[config.mk]
export PLATFORM = sky130hd
export DESIGN_NAME = csr_unit_top
export DESIGN_NICKNAME = d
export VERILOG_FILES = /design/src/csr_defs_pkg.sv /design/src/trap_defs_pkg.sv /design/src/trap_if.sv /design/src/counter_if.sv /design/src/csr_regs.sv /design/src/hart_counters.sv /design/src/trap_ctrl.sv /design/src/csr_unit_top.sv
export SDC_FILE = /design/constraint.sdc
export NUM_CORES = 1
export LEC_CHECK = 0
export BUFFER_PORTS_ARGS = -buffer_cell sky130_fd_sc_hd__buf_2
export CORE_UTILIZATION = 50
export CTS_CLUSTER_DIAMETER = 150
export DETAILED_ROUTE_END_ITERATION = 8
export GPL_TIMING_DRIVEN = 1
export PLACE_DENSITY = 0.77
export SYNTH_ARGS = -nofsm -noshare
export SYNTH_HDL_FRONTEND = slang
export SYNTH_HIERARCHICAL = 1
export SYNTH_SLANG_ARGS = --single-unit
[constraint.sdc]
create_clock -name clk -period 13.65 [get_ports clk]
set_input_delay 2.0475 -clock clk [delete_from_list [all_inputs] [get_ports clk]]
set_output_delay 2.0475 -clock clk [all_outputs]
set_load 0.02 [all_outputs]
[src/csr_defs_pkg.sv]
`default_nettype none

package csr_defs_pkg;

	typedef logic [31:0] csr_word_t;	// CSR data word

	// Supported CSR addresses
	typedef enum logic [11:0] {
		CSR_FFLAGS        = 12'h001,	// FP exception flags
		CSR_FRM           = 12'h002,	// FP rounding mode
		CSR_FCSR          = 12'h003,	// Flags and rounding mode
		CSR_MSTATUS       = 12'h300,
		CSR_MISA          = 12'h301,
		CSR_MIE           = 12'h304,
		CSR_MTVEC         = 12'h305,
		CSR_MCOUNTINHIBIT = 12'h320,
		CSR_MSCRATCH      = 12'h340,
		CSR_MEPC          = 12'h341,
		CSR_MCAUSE        = 12'h342,
		CSR_MTVAL         = 12'h343,
		CSR_MIP           = 12'h344,
		CSR_MCYCLE        = 12'hB00,
		CSR_MINSTRET      = 12'hB02,
		CSR_MCYCLEH       = 12'hB80,
		CSR_MINSTRETH     = 12'hB82,
		CSR_MVENDORID     = 12'hF11,	// Read-only ID block
		CSR_MARCHID       = 12'hF12,
		CSR_MIMPID        = 12'hF13,
		CSR_MHARTID       = 12'hF14,
		CSR_MCONFIGPTR    = 12'hF15
	} csr_addr_e;

	typedef enum logic [1:0] {
		CSR_OP_WRITE = 2'b01,	// csrrw
		CSR_OP_SET   = 2'b10,	// csrrs
		CSR_OP_CLEAR = 2'b11	// csrrc
	} csr_op_e;

	typedef enum logic [1:0] {
		CNT_CYCLE_LO   = 2'd0,	// mcycle
		CNT_CYCLE_HI   = 2'd1,	// mcycleh
		CNT_INSTRET_LO = 2'd2,	// minstret
		CNT_INSTRET_HI = 2'd3	// minstreth
	} cnt_sel_e;

	localparam int MSTATUS_MIE_BIT  = 3;
	localparam int MSTATUS_MPIE_BIT = 7;
	localparam int MSTATUS_MPP_LO   = 11;	// 2-bit field
	localparam int MSTATUS_FS_LO    = 13;	// 2-bit field
	localparam int MSTATUS_SD_BIT   = 31;

	localparam int MCNTINH_CY_BIT = 0;
	localparam int MCNTINH_IR_BIT = 2;

	localparam int FFLAGS_W = 5;
	localparam int FRM_W    = 3;

	localparam logic [1:0] MISA_MXL_32 = 2'b01;
	localparam int         MISA_F_BIT  = 5;
	localparam int         MISA_I_BIT  = 8;

	localparam csr_word_t MVENDORID_VAL  = 32'h0000_0000;	// Non-commercial
	localparam csr_word_t MARCHID_VAL    = 32'h0000_0000;
	localparam csr_word_t MIMPID_VAL     = 32'h0000_0001;
	localparam csr_word_t MCONFIGPTR_VAL = 32'h0000_0000;
	localparam csr_word_t MTVEC_RST      = 32'h0000_0000;	// Base 0, direct mode

endpackage

`default_nettype wire

[src/trap_defs_pkg.sv]
`default_nettype none

package trap_defs_pkg;

	typedef logic [31:0] trap_cause_t;	// mcause layout

	localparam int CAUSE_IRQ_BIT = 31;	// Interrupt flag

	// Synchronous exception codes
	localparam trap_cause_t EXC_INSTR_MISALIGN = 32'd0;
	localparam trap_cause_t EXC_INSTR_FAULT    = 32'd1;
	localparam trap_cause_t EXC_ILLEGAL_INSTR  = 32'd2;
	localparam trap_cause_t EXC_BREAKPOINT     = 32'd3;
	localparam trap_cause_t EXC_LOAD_MISALIGN  = 32'd4;
	localparam trap_cause_t EXC_STORE_MISALIGN = 32'd6;
	localparam trap_cause_t EXC_ECALL_M        = 32'd11;

	localparam int IRQ_MSI = 3;	// Machine software
	localparam int IRQ_MTI = 7;	// Machine timer
	localparam int IRQ_MEI = 11;	// Machine external

	typedef enum logic [1:0] {
		TVEC_DIRECT   = 2'b00,	// All traps to base
		TVEC_VECTORED = 2'b01	// Interrupts to base + 4*code
	} tvec_mode_e;

	// Builds the mcause value of an interrupt
	function automatic trap_cause_t irq_cause(input logic [4:0] num);
		trap_cause_t c;
		c                = '0;
		c[4:0]           = num;
		c[CAUSE_IRQ_BIT] = 1'b1;
		return c;
	endfunction

endpackage

`default_nettype wire

[src/trap_if.sv]
`timescale 1ns/1ps
`default_nettype none

interface trap_if
	import csr_defs_pkg::*, trap_defs_pkg::*;
(
	input wire clk,
	input wire reset
);

	logic        mie_global;	// mstatus.MIE
	csr_word_t   mie_bits;	// Enable mask
	csr_word_t   mip_bits;	// Pending levels
	csr_word_t   mtvec;
	csr_word_t   mepc;

	logic        trap_take;	// Load trap registers next edge
	trap_cause_t trap_cause;
	csr_word_t   trap_epc;
	csr_word_t   trap_tval;
	logic        mret_take;	// Restore MIE from MPIE

	modport regs (
		input  clk, reset,
		output mie_global, mie_bits, mip_bits, mtvec, mepc,
		input  trap_take, trap_cause, trap_epc, trap_tval, mret_take
	);

	modport ctrl (
		input  clk, reset,
		input  mie_global, mie_bits, mip_bits, mtvec, mepc,
		output trap_take, trap_cause, trap_epc, trap_tval, mret_take
	);

endinterface

`default_nettype wire

[src/counter_if.sv]
`timescale 1ns/1ps
`default_nettype none

interface counter_if
	import csr_defs_pkg::*;
();

	logic        cnt_wr;	// CSR write to a counter half
	cnt_sel_e    cnt_sel;	// Which half
	csr_word_t   cnt_wdata;
	logic        inhibit_cy;	// mcountinhibit.CY
	logic        inhibit_ir;	// mcountinhibit.IR

	logic [63:0] mcycle;
	logic [63:0] minstret;

	modport regs (
		output cnt_wr, cnt_sel, cnt_wdata, inhibit_cy, inhibit_ir,
		input  mcycle, minstret
	);

	modport cnt (
		input  cnt_wr, cnt_sel, cnt_wdata, inhibit_cy, inhibit_ir,
		output mcycle, minstret
	);

endinterface

`default_nettype wire

[src/csr_regs.sv]
`timescale 1ns/1ps
`default_nettype none

module csr_regs
	import csr_defs_pkg::*, trap_defs_pkg::*;
#(
	parameter logic [31:0] HART_ID = 32'h0,
	parameter bit          F_EXT   = 1'b1
)(
	input  wire            clk,
	input  wire            reset,
	input  wire     [11:0] csr_addr,
	input  wire csr_op_e   csr_op,
	input  wire csr_word_t csr_wdata,
	input  wire            csr_wena,
	input  wire            csr_ren,
	input  wire            msip,
	input  wire            mtip,
	input  wire            meip,
	output csr_word_t      csr_rdata,
	output logic           csr_illegal,
	trap_if.regs           tif,
	counter_if.regs        cif
);

	localparam csr_word_t MIE_MASK = (32'd1 << IRQ_MSI) | (32'd1 << IRQ_MTI) |
		(32'd1 << IRQ_MEI);	// Only implemented enables

	logic                mstatus_mie;
	logic                mstatus_mpie;
	csr_word_t           mie_q;
	logic [31:2]         mtvec_base;
	tvec_mode_e          mtvec_mode;
	logic                inh_cy;
	logic                inh_ir;
	csr_word_t           mscratch_q;
	csr_word_t           mepc_q;
	trap_cause_t         mcause_q;
	csr_word_t           mtval_q;
	logic [FFLAGS_W-1:0] fflags_q;
	logic [FRM_W-1:0]    frm_q;

	csr_word_t           mstatus_w;
	csr_word_t           misa_w;
	csr_word_t           mip_w;
	csr_word_t           mtvec_w;
	csr_word_t           fcsr_w;
	csr_word_t           rdata;	// Raw read value
	csr_word_t           wval;	// Value after op
	logic                addr_known;
	logic                access_bad;
	logic                wr_ok;

	// Assembled register views
	always_comb begin
		mstatus_w                          = '0;
		mstatus_w[MSTATUS_MIE_BIT]         = mstatus_mie;
		mstatus_w[MSTATUS_MPIE_BIT]        = mstatus_mpie;
		mstatus_w[MSTATUS_MPP_LO +: 2]     = 2'b11;	// Always M-mode
		mstatus_w[MSTATUS_FS_LO +: 2]      = {2{F_EXT}};	// FP state reported dirty
		mstatus_w[MSTATUS_SD_BIT]          = F_EXT;
		misa_w                             = '0;
		misa_w[31:30]                      = MISA_MXL_32;
		misa_w[MISA_I_BIT]                 = 1'b1;
		misa_w[MISA_F_BIT]                 = F_EXT;
		mip_w                              = '0;
		mip_w[IRQ_MSI]                     = msip;	// Levels straight in
		mip_w[IRQ_MTI]                     = mtip;
		mip_w[IRQ_MEI]                     = meip;
	end

	assign mtvec_w = {mtvec_base, mtvec_mode};
	assign fcsr_w  = csr_word_t'({frm_q, fflags_q});

	// Address decode and read mux
	always_comb begin
		rdata      = '0;
		addr_known = 1'b1;
		case (csr_addr)
			CSR_FFLAGS:        rdata = csr_word_t'(fflags_q);	// View of fcsr
			CSR_FRM:           rdata = csr_word_t'(frm_q);
			CSR_FCSR:          rdata = fcsr_w;
			CSR_MSTATUS:       rdata = mstatus_w;
			CSR_MISA:          rdata = misa_w;
			CSR_MIE:           rdata = mie_q;
			CSR_MTVEC:         rdata = mtvec_w;
			CSR_MCOUNTINHIBIT: rdata = csr_word_t'({inh_ir, 1'b0, inh_cy});
			CSR_MSCRATCH:      rdata = mscratch_q;
			CSR_MEPC:          rdata = mepc_q;
			CSR_MCAUSE:        rdata = mcause_q;
			CSR_MTVAL:         rdata = mtval_q;
			CSR_MIP:           rdata = mip_w;
			CSR_MCYCLE:        rdata = cif.mcycle[31:0];
			CSR_MCYCLEH:       rdata = cif.mcycle[63:32];
			CSR_MINSTRET:      rdata = cif.minstret[31:0];
			CSR_MINSTRETH:     rdata = cif.minstret[63:32];
			CSR_MVENDORID:     rdata = MVENDORID_VAL;
			CSR_MARCHID:       rdata = MARCHID_VAL;
			CSR_MIMPID:        rdata = MIMPID_VAL;
			CSR_MHARTID:       rdata = HART_ID;
			CSR_MCONFIGPTR:    rdata = MCONFIGPTR_VAL;
			default:           addr_known = 1'b0;
		endcase
		if (!F_EXT && (csr_addr inside {CSR_FFLAGS, CSR_FRM, CSR_FCSR})) begin
			addr_known = 1'b0;	// No FP unit
			rdata      = '0;
		end
	end

	// Top two address bits 11 mark read-only space
	assign access_bad  = !addr_known || (csr_wena && (csr_addr[11:10] == 2'b11));
	assign csr_illegal = (csr_ren || csr_wena) && access_bad;
	assign wr_ok       = csr_wena && !access_bad;
	assign csr_rdata   = csr_ren ? rdata : '0;

	always_comb begin
		case (csr_op)
			CSR_OP_SET:   wval = rdata | csr_wdata;
			CSR_OP_CLEAR: wval = rdata & ~csr_wdata;
			default:      wval = csr_wdata;
		endcase
	end

	// Counter halves live in hart_counters
	always_comb begin
		case (csr_addr)
			CSR_MCYCLEH:   cif.cnt_sel = CNT_CYCLE_HI;
			CSR_MINSTRET:  cif.cnt_sel = CNT_INSTRET_LO;
			CSR_MINSTRETH: cif.cnt_sel = CNT_INSTRET_HI;
			default:       cif.cnt_sel = CNT_CYCLE_LO;
		endcase
	end

	assign cif.cnt_wr     = wr_ok &&
		(csr_addr inside {CSR_MCYCLE, CSR_MCYCLEH, CSR_MINSTRET, CSR_MINSTRETH});
	assign cif.cnt_wdata  = wval;
	assign cif.inhibit_cy = inh_cy;
	assign cif.inhibit_ir = inh_ir;

	assign tif.mie_global = mstatus_mie;
	assign tif.mie_bits   = mie_q;
	assign tif.mip_bits   = mip_w;
	assign tif.mtvec      = mtvec_w;
	assign tif.mepc       = mepc_q;

	always_ff @(posedge clk or posedge reset) begin
		if (reset) begin
			mstatus_mie  <= 1'b0;
			mstatus_mpie <= 1'b0;
			mie_q        <= '0;
			mtvec_base   <= MTVEC_RST[31:2];
			mtvec_mode   <= tvec_mode_e'(MTVEC_RST[1:0]);
			inh_cy       <= 1'b0;
			inh_ir       <= 1'b0;
			mscratch_q   <= '0;
			mepc_q       <= '0;
			mcause_q     <= '0;
			mtval_q      <= '0;
			fflags_q     <= '0;
			frm_q        <= '0;
		end else begin
			if (wr_ok) begin
				case (csr_addr)
					CSR_FFLAGS:   fflags_q <= wval[FFLAGS_W-1:0];
					CSR_FRM:      frm_q <= wval[FRM_W-1:0];
					CSR_FCSR: begin
						fflags_q <= wval[FFLAGS_W-1:0];
						frm_q    <= wval[FFLAGS_W +: FRM_W];
					end
					CSR_MSTATUS: begin
						mstatus_mie  <= wval[MSTATUS_MIE_BIT];
						mstatus_mpie <= wval[MSTATUS_MPIE_BIT];
					end
					CSR_MIE:      mie_q <= wval & MIE_MASK;
					CSR_MTVEC: begin
						mtvec_base <= wval[31:2];
						if (wval[1:0] inside {TVEC_DIRECT, TVEC_VECTORED})
							mtvec_mode <= tvec_mode_e'(wval[1:0]);	// Reserved modes keep old
					end
					CSR_MCOUNTINHIBIT: begin
						inh_cy <= wval[MCNTINH_CY_BIT];
						inh_ir <= wval[MCNTINH_IR_BIT];
					end
					CSR_MSCRATCH: mscratch_q <= wval;
					CSR_MEPC:     mepc_q <= {wval[31:2], 2'b00};	// IALIGN 32
					CSR_MCAUSE:   mcause_q <= wval;
					CSR_MTVAL:    mtval_q <= wval;
					default:      ;	// misa, mip writes ignored
				endcase
			end
			if (tif.trap_take) begin	// Trap overrides a same-cycle write
				mepc_q       <= {tif.trap_epc[31:2], 2'b00};
				mcause_q     <= tif.trap_cause;
				mtval_q      <= tif.trap_tval;
				mstatus_mpie <= mstatus_mie;
				mstatus_mie  <= 1'b0;
			end else if (tif.mret_take) begin
				mstatus_mie  <= mstatus_mpie;
				mstatus_mpie <= 1'b1;
			end
		end
	end

	a_trap_mret_excl: assert property (@(posedge clk) disable iff (reset)
		!(tif.trap_take && tif.mret_take));

	// Illegal write leaves the CSRs of this block as they were
	a_illegal_no_write: assert property (@(posedge clk) disable iff (reset)
		(csr_wena && csr_illegal && !tif.trap_take && !tif.mret_take)
		|=> $stable({mstatus_w, mie_q, mtvec_w, inh_cy, inh_ir,
			mscratch_q, mepc_q, mcause_q, mtval_q, fcsr_w}));

endmodule

`default_nettype wire

[src/hart_counters.sv]
`timescale 1ns/1ps
`default_nettype none

module hart_counters
	import csr_defs_pkg::*;
(
	input  wire    clk,
	input  wire    reset,
	input  wire    instr_retire,	// One pulse per retired instruction
	counter_if.cnt cif
);

	logic [63:0] cycle_q;
	logic [63:0] instret_q;
	logic        wr_cy_lo;
	logic        wr_cy_hi;
	logic        wr_ir_lo;
	logic        wr_ir_hi;

	// Write of either half beats the increment
	function automatic logic [63:0] next_count(input logic [63:0] cur, input logic wr_lo,
		input logic wr_hi, input csr_word_t wdata, input logic inc);
		logic [63:0] nxt;
		nxt = cur;
		if (wr_lo)
			nxt[31:0] = wdata;
		else if (wr_hi)
			nxt[63:32] = wdata;
		else if (inc)
			nxt = cur + 64'd1;
		return nxt;
	endfunction

	assign wr_cy_lo = cif.cnt_wr && (cif.cnt_sel == CNT_CYCLE_LO);
	assign wr_cy_hi = cif.cnt_wr && (cif.cnt_sel == CNT_CYCLE_HI);
	assign wr_ir_lo = cif.cnt_wr && (cif.cnt_sel == CNT_INSTRET_LO);
	assign wr_ir_hi = cif.cnt_wr && (cif.cnt_sel == CNT_INSTRET_HI);

	always_ff @(posedge clk or posedge reset) begin
		if (reset) begin
			cycle_q   <= '0;
			instret_q <= '0;
		end else begin
			cycle_q   <= next_count(cycle_q, wr_cy_lo, wr_cy_hi, cif.cnt_wdata,
				!cif.inhibit_cy);	// Every edge
			instret_q <= next_count(instret_q, wr_ir_lo, wr_ir_hi, cif.cnt_wdata,
				instr_retire && !cif.inhibit_ir);
		end
	end

	assign cif.mcycle   = cycle_q;
	assign cif.minstret = instret_q;

endmodule

`default_nettype wire

[src/trap_ctrl.sv]
`timescale 1ns/1ps
`default_nettype none

module trap_ctrl
	import csr_defs_pkg::*, trap_defs_pkg::*;
(
	input  wire              exc_valid,
	input  wire trap_cause_t exc_cause,
	input  wire csr_word_t   exc_pc,
	input  wire csr_word_t   exc_tval,
	input  wire              mret,
	input  wire csr_word_t   cur_pc,	// epc for an interrupt
	output logic             redirect_valid,
	output csr_word_t        redirect_pc,
	trap_if.ctrl             tif
);

	csr_word_t  irq_pend;
	logic       irq_any;
	logic       irq_take;
	logic [4:0] irq_num;
	csr_word_t  tvec_base;
	tvec_mode_e tvec_mode;

	assign irq_pend = tif.mie_bits & tif.mip_bits;
	assign irq_any  = irq_pend[IRQ_MEI] || irq_pend[IRQ_MSI] || irq_pend[IRQ_MTI];

	// MEI over MSI over MTI
	always_comb begin
		if (irq_pend[IRQ_MEI])
			irq_num = 5'(IRQ_MEI);
		else if (irq_pend[IRQ_MSI])
			irq_num = 5'(IRQ_MSI);
		else
			irq_num = 5'(IRQ_MTI);
	end

	// Held off by an exception or mret, taken again once MIE is back
	assign irq_take = tif.mie_global && irq_any && !exc_valid && !mret;

	assign tif.trap_take  = exc_valid || irq_take;
	assign tif.trap_cause = exc_valid ? exc_cause : irq_cause(irq_num);
	assign tif.trap_epc   = exc_valid ? exc_pc : cur_pc;
	assign tif.trap_tval  = exc_valid ? exc_tval : '0;	// No tval for interrupts
	assign tif.mret_take  = mret && !exc_valid;

	assign tvec_base = {tif.mtvec[31:2], 2'b00};
	assign tvec_mode = tvec_mode_e'(tif.mtvec[1:0]);

	always_comb begin
		if (tif.trap_take) begin
			redirect_pc = tvec_base;
			if (!exc_valid && (tvec_mode == TVEC_VECTORED))
				redirect_pc = tvec_base + csr_word_t'({irq_num, 2'b00});	// Base + 4*code
		end else begin
			redirect_pc = tif.mepc;	// mret return
		end
	end

	assign redirect_valid = tif.trap_take || tif.mret_take;

	a_redirect_one: assert property (@(posedge tif.clk) disable iff (tif.reset)
		redirect_valid |-> (tif.trap_take ^ tif.mret_take));

	// Register block has captured the epc one cycle later
	a_epc_loaded: assert property (@(posedge tif.clk) disable iff (tif.reset)
		tif.trap_take |=> (tif.mepc == {$past(tif.trap_epc[31:2]), 2'b00}));

endmodule

`default_nettype wire

[src/csr_unit_top.sv]
`timescale 1ns/1ps
`default_nettype none

module csr_unit_top
	import csr_defs_pkg::*, trap_defs_pkg::*;
#(
	parameter logic [31:0] HART_ID = 32'h0,
	parameter bit          F_EXT   = 1'b1
)(
	input  wire              clk,
	input  wire              reset,
	input  wire       [11:0] csr_addr,
	input  wire csr_op_e     csr_op,
	input  wire csr_word_t   csr_wdata,
	input  wire              csr_wena,
	input  wire              csr_ren,
	output csr_word_t        csr_rdata,
	output logic             csr_illegal,
	input  wire              exc_valid,
	input  wire trap_cause_t exc_cause,
	input  wire csr_word_t   exc_pc,
	input  wire csr_word_t   exc_tval,
	input  wire              mret,
	input  wire              instr_retire,
	input  wire csr_word_t   cur_pc,
	input  wire              msip,
	input  wire              mtip,
	input  wire              meip,
	output logic             redirect_valid,
	output csr_word_t        redirect_pc
);

	trap_if    tif_i (.clk(clk), .reset(reset));
	counter_if cif_i ();

	csr_regs #(
		.HART_ID (HART_ID),
		.F_EXT   (F_EXT)
	) regs_i (
		.clk         (clk),
		.reset       (reset),
		.csr_addr    (csr_addr),
		.csr_op      (csr_op),
		.csr_wdata   (csr_wdata),
		.csr_wena    (csr_wena),
		.csr_ren     (csr_ren),
		.msip        (msip),
		.mtip        (mtip),
		.meip        (meip),
		.csr_rdata   (csr_rdata),
		.csr_illegal (csr_illegal),
		.tif         (tif_i.regs),
		.cif         (cif_i.regs)
	);

	hart_counters cnt_i (
		.clk          (clk),
		.reset        (reset),
		.instr_retire (instr_retire),
		.cif          (cif_i.cnt)
	);

	trap_ctrl ctrl_i (
		.exc_valid      (exc_valid),
		.exc_cause      (exc_cause),
		.exc_pc         (exc_pc),
		.exc_tval       (exc_tval),
		.mret           (mret),
		.cur_pc         (cur_pc),
		.redirect_valid (redirect_valid),
		.redirect_pc    (redirect_pc),
		.tif            (tif_i.ctrl)
	);

endmodule

`default_nettype wire

==> Word-level counts from Yosys, hierarchy flattened <==
Cells that the tools add are included.
{ "totals": {"regBits": 303, "out_inout_bits": 66} }
{ "op_classes": {"add_sub_neg": 3, "n_eq_ne": 34, "muxes": 38, "n_bitwise": 6, "n_reduce_logical": 55} }
{ "ops": {"columns": ["operator", "count"], "rows": [
  ["$mux 32", 21],
  ["$pmux 32 s18", 1],
  ["$add 64x1->64 const B", 2],
  ["$mux 64", 2],
  ["$eq 12x10->1 const B", 10],
  ["$eq 12x12->1 const B", 9],
  ["$pmux 32 s2", 1],
  ["$add 32x7->32", 1],
  ["$and 32x32->32", 1],
  ["$not 32->32", 1],
  ["$or 32x32->32", 1],
  ["$reduce_and 2->1", 14],
  ["$eq 12x2->1 const B", 2],
  ["$reduce_or 22->1", 1],
  ["$reduce_bool 2->1", 8],
  ["$logic_and 1x1->1", 14],
  ["$and 12x12->12", 1],
  ["$eq 12x1->1 const B", 1],
  ["$eq 2x2->1 const B", 5],
  ["$mux 1", 9],
  ["$ne 2x1->1 const B", 4],
  ["$eq 2x1->1 const B", 3],
  ["$logic_or 1x1->1", 6],
  ["$pmux 2 s3", 1],
  ["other kinds (10)", 17]
]} }

==> Depth between registers and ports, before layout <==
{ "depth": {"word_depth": 11, "mapped_depth": 14, "mapped_depth_nobuf": 10} }

==> By module <==
Netlist, hierarchy kept.
{ "by_module_without_submodules": {"columns": ["mod", "n_inst", "cells_each", "area_each_um2"], "rows": [
  ["csr_regs", 1, 1247, 11863.9],
  ["hart_counters", 1, 1059, 8758.4],
  ["trap_ctrl", 1, 300, 2015.7]
]} }

==> Least setup slack after synthesis <==
Ideal clock, no wire load.
{ "synth_path": {"path_kind": "input to output", "from": "input port csr_addr[7]", "to": "output port csr_rdata[19]", "arrival_ns": 3.907, "t_required_ns": 11.602, "slack_ns": 7.696, "path_stages": 7, "n_path_buf": 2, "path_cell_list": "buf_6 > or4b_4 > buf_6 > or4_1 > and4_1 > and3_4 > nor2b_1"} }
{ "synth_between": {"elab_chain_len": 3, "word_cells_on_any_way": 20, "classes_between": "eq/ne: 18; mux: 2"} }
{ "synth_lines": {"columns": ["item", "line_no", "source"], "rows": [
  ["start: declaration", "csr_unit_top.sv:12", "input wire [11:0] csr_addr,"],
  ["$eq 12x12->1 (tied with other cells)", "csr_regs.sv:79", "case (csr_addr)"],
  ["$pmux 32 s18 *", "csr_regs.sv:79", null],
  ["$mux 32 *", "csr_regs.sv:114", "assign csr_rdata = csr_ren ? rdata : '0;"],
  ["end: declaration", "csr_unit_top.sv:17", "output csr_word_t csr_rdata,"]
]} }
Every way passes the cells marked *; elsewhere a longest branch is shown, timed or not.

==> Final worst setup path <==
{ "layout_path": {"from": "input port csr_addr[1]", "to": "output port csr_rdata[8]"} }
Same word-level chain as after synthesis.

==> results.json <==
{
  "wl_met1_mm": 40.7,
  "switching_share_pct": 32.0,
  "r2r_setup_slack_ns": 9.64,
  "internal-power_w": 0.00163,
  "place.port_buffers": 243,
  "detailed_place_hpwl_mm": 77.1,
  "crit_path_end_kind": "output port",
  "antenna_found_initial": 9,
  "slew_violations": 0,
  "drtAntennaViolNets": 0,
  "fillers": 3953,
  "dr.pass1.iters": 8,
  "grt-ovfl-total": 0,
  "route.met3.wl_mm": 14.8,
  "syn_area_per_cell_um2": 8.71,
  "htreeDepth": 2,
  "cp.depth": 8,
  "status": "finished clean",
  "wl_mm": 108,
  "path_cells": "buf_2 -> buf_4 -> nor4b_1 -> and3_1 -> a222oi_1 -> and3_1 -> nor2b_1 -> buf_2",
  "timing.rr.end": "regs_i/tif.mepc[29]$_DFFE_PP0P_",
  "fin_nets": 2865,
  "drt_iter0_drc": 4229,
  "fp.coreArea_um2": 43500,
  "rsz0062_at_grt": "no",
  "finalClockSkew_ns": 0.0191,
  "r2r_start": "regs_i/tif.mie_bits[11]$_DFFE_PP0P_",
  "pin_count": 250,
  "slowest_stage": "and3_1",
  "cap_violations": 0,
  "cp.arrival_ns": 5.52,
  "drt-wirelength-per-cell_um": 32.8,
  "p_sw_w": 0.000768,
  "cts-resized-gates": 0,
  "clk_latency_ns": 0.57,
  "power.share.clock_pct": 40.7,
  "hold_class": "flop to flop",
  "rows": 76,
  "pre_cts_slack_ns": 6.23,
  "cts_sinks": 301,
  "die_h_um": 213,
  "highest_layer": "met5",
  "drive_gt1_share_pct": 20.3,
  "vias": 24200,
  "grt_usage_pct": 47.5,
  "min_from": "regs_i/mscratch_q[21]$_DFFE_PP0P_",
  "clock-root-buffer": "clkbuf_16",
  "die_area_um2": 45200,
  "ys.warnings.count": 6,
  "critical_path_class": "input port to output port",
  "synthCells": 2546,
  "viasPerCell": 7.35,
  "holdPathStages": 1,
  "leakage_nw": 10.2,
  "p_per_area_nw_per_um2": 96.9,
  "min_period_over_period_pct": 55.4,
  "mostFrequentLayoutCell": "dfrtp_1",
  "worst_pin_slew_ns": 1.43,
  "hold_buffers": 0,
  "post-route-min-period_ns": 7.57,
  "pwr-share-comb_pct": 15.1,
  "gp_congestion": 1.08,
  "routed-wl-met2_mm": 44.3,
  "setup_violations": 0,
  "dieWidth_um": 213,
  "cpLargestDelayFamily": "simple AND/OR/NAND/NOR gates",
  "path_buf_inv": 3,
  "grt_max_degree": 99,
  "timing.hold.ws_ns": 0.489,
  "fin_tns_setup_ns": 0,
  "layout_setup_ws_ns": 6.08,
  "layout_common_cells": "dfrtp_1 (301), nand2_1 (285), buf_2 (243)",
  "grt_pass1_vias": 22200,
  "cts_setup_buffers": 0,
  "required_ns": 11.60,
  "grt_pass1_wl_mm": 154,
  "fin_cells": 3290,
  "numPlacedInstances": 3223,
  "clock.fmax_mhz": 132,
  "clock_path_buffers": 3,
  "cts_buffers": 37,
  "finalHoldViolCount": 0,
  "seqPwrFrac_pct": 44.3,
  "critPathLaunchType": "input port",
  "clk_transition_reported_paths_ns": 0.05,
  "cts_tree": "yes",
  "min_to": "regs_i/mscratch_q[21]$_DFFE_PP0P_",
  "start_util_pct": 51.0,
  "critical-path-max-stage-delay_ns": 1.03,
  "r2r_cells": 9,
  "drc": 0,
  "slew_headroom_pct": 4.22,
  "syn-cell-area_um2": 22200,
  "ir_worst_vdd_v": 0.000104,
  "cp_max_fo": 45,
  "area_delta_synth_final_pct": 11.6
}
## stage by stage
stage / instance area [µm²] / total power, W / utilization, %
after CTS: 24800 / 0.00238 / 57.0
after global routing: 24800 / 0.00246 / 57.0
after global placement: 23600 / 0.00141 / 54.3
final: 24800 / 0.00240 / 57.0
after floorplan: 22200 / 0.00123 / -
after detailed placement: 23600 / 0.00141 / 54.3
## how the worst max path moves through the flow
stage                           start                                 to  slack (ns)
final                     csr_addr[1]                       csr_rdata[8]        6.08
after global routing      csr_addr[1]                       csr_rdata[8]        6.00
after CTS                 csr_addr[1]                       csr_rdata[8]        6.21
after detailed placement  csr_addr[1]                       csr_rdata[8]        6.23
after global placement    csr_addr[1]                       csr_rdata[8]        6.22
after floorplan                 reset  regs_i/cif.inhibit_cy$_DFFE_PP0P_        6.91
## layout make-up
class / count / area (µm²) / share of cell area [%]
multi-input cells: 2010 / 13600 / 54.9
inverters: 37 / 149 / 0.601
diodes: 5 / 12.5 / 0.0505
flip-flops and latches: 301 / 7530 / 30.4
repair buffers: 290 / 1570 / 6.34
clock inverters: 8 / 95.1 / 0.384
clock buffers: 54 / 1070 / 4.32
well taps: 585 / 732 / 2.96
## worst register-to-register path, cell delays in order, from the launching register on
cell,delay [ns]
dfrtp_1,0.43
a222oi_1,0.15
o21a_1,0.23
inv_4,0.50
buf_4,0.84
clkinv_1,0.71
buf_4,0.48
and3_1,0.27
a21oi_1,0.15
o21ai_1,0.09
## registers in the layout, summed over array words and instances (netlist names)
register	flops
cnt_i/cif.minstret	64
cnt_i/cif.mcycle	64
regs_i/mtvec_mode	2
regs_i/mscratch_q	32
regs_i/tif.mie_global	1
regs_i/mtval_q	32
regs_i/cif.inhibit_cy	1
regs_i/cif.inhibit_ir	1
regs_i/tif.mie_bits	3
regs_i/frm_q	3
regs_i/mstatus_mpie	1
regs_i/mtvec_base	30
regs_i/tif.mepc	30
regs_i/fflags_q	5
regs_i/mcause_q	32
## power groups by stage
| stage | registers [W] | logic, W | clock network (W) |
|---|---|---|---|
| 2_1_floorplan | 0.00101 | 0.000221 | 0 |
| 3_3_place_gp | 0.00107 | 0.000338 | 0 |
| 3_5_place_dp | 0.00107 | 0.000346 | 0 |
| 4_1_cts | 0.00105 | 0.000348 | 0.000979 |
| 5_1_grt | 0.00106 | 0.000379 | 0.00102 |
| 6_report | 0.00106 | 0.000362 | 0.000976 |
## metal layers
layer	track usage (%)	up-vias
met5	0	-
met4	30.5	4
met3	13.6	414
met2	67.0	1977
met1	63.4	11800
li1	-	10000
Power figures use the tool's default switching activity.
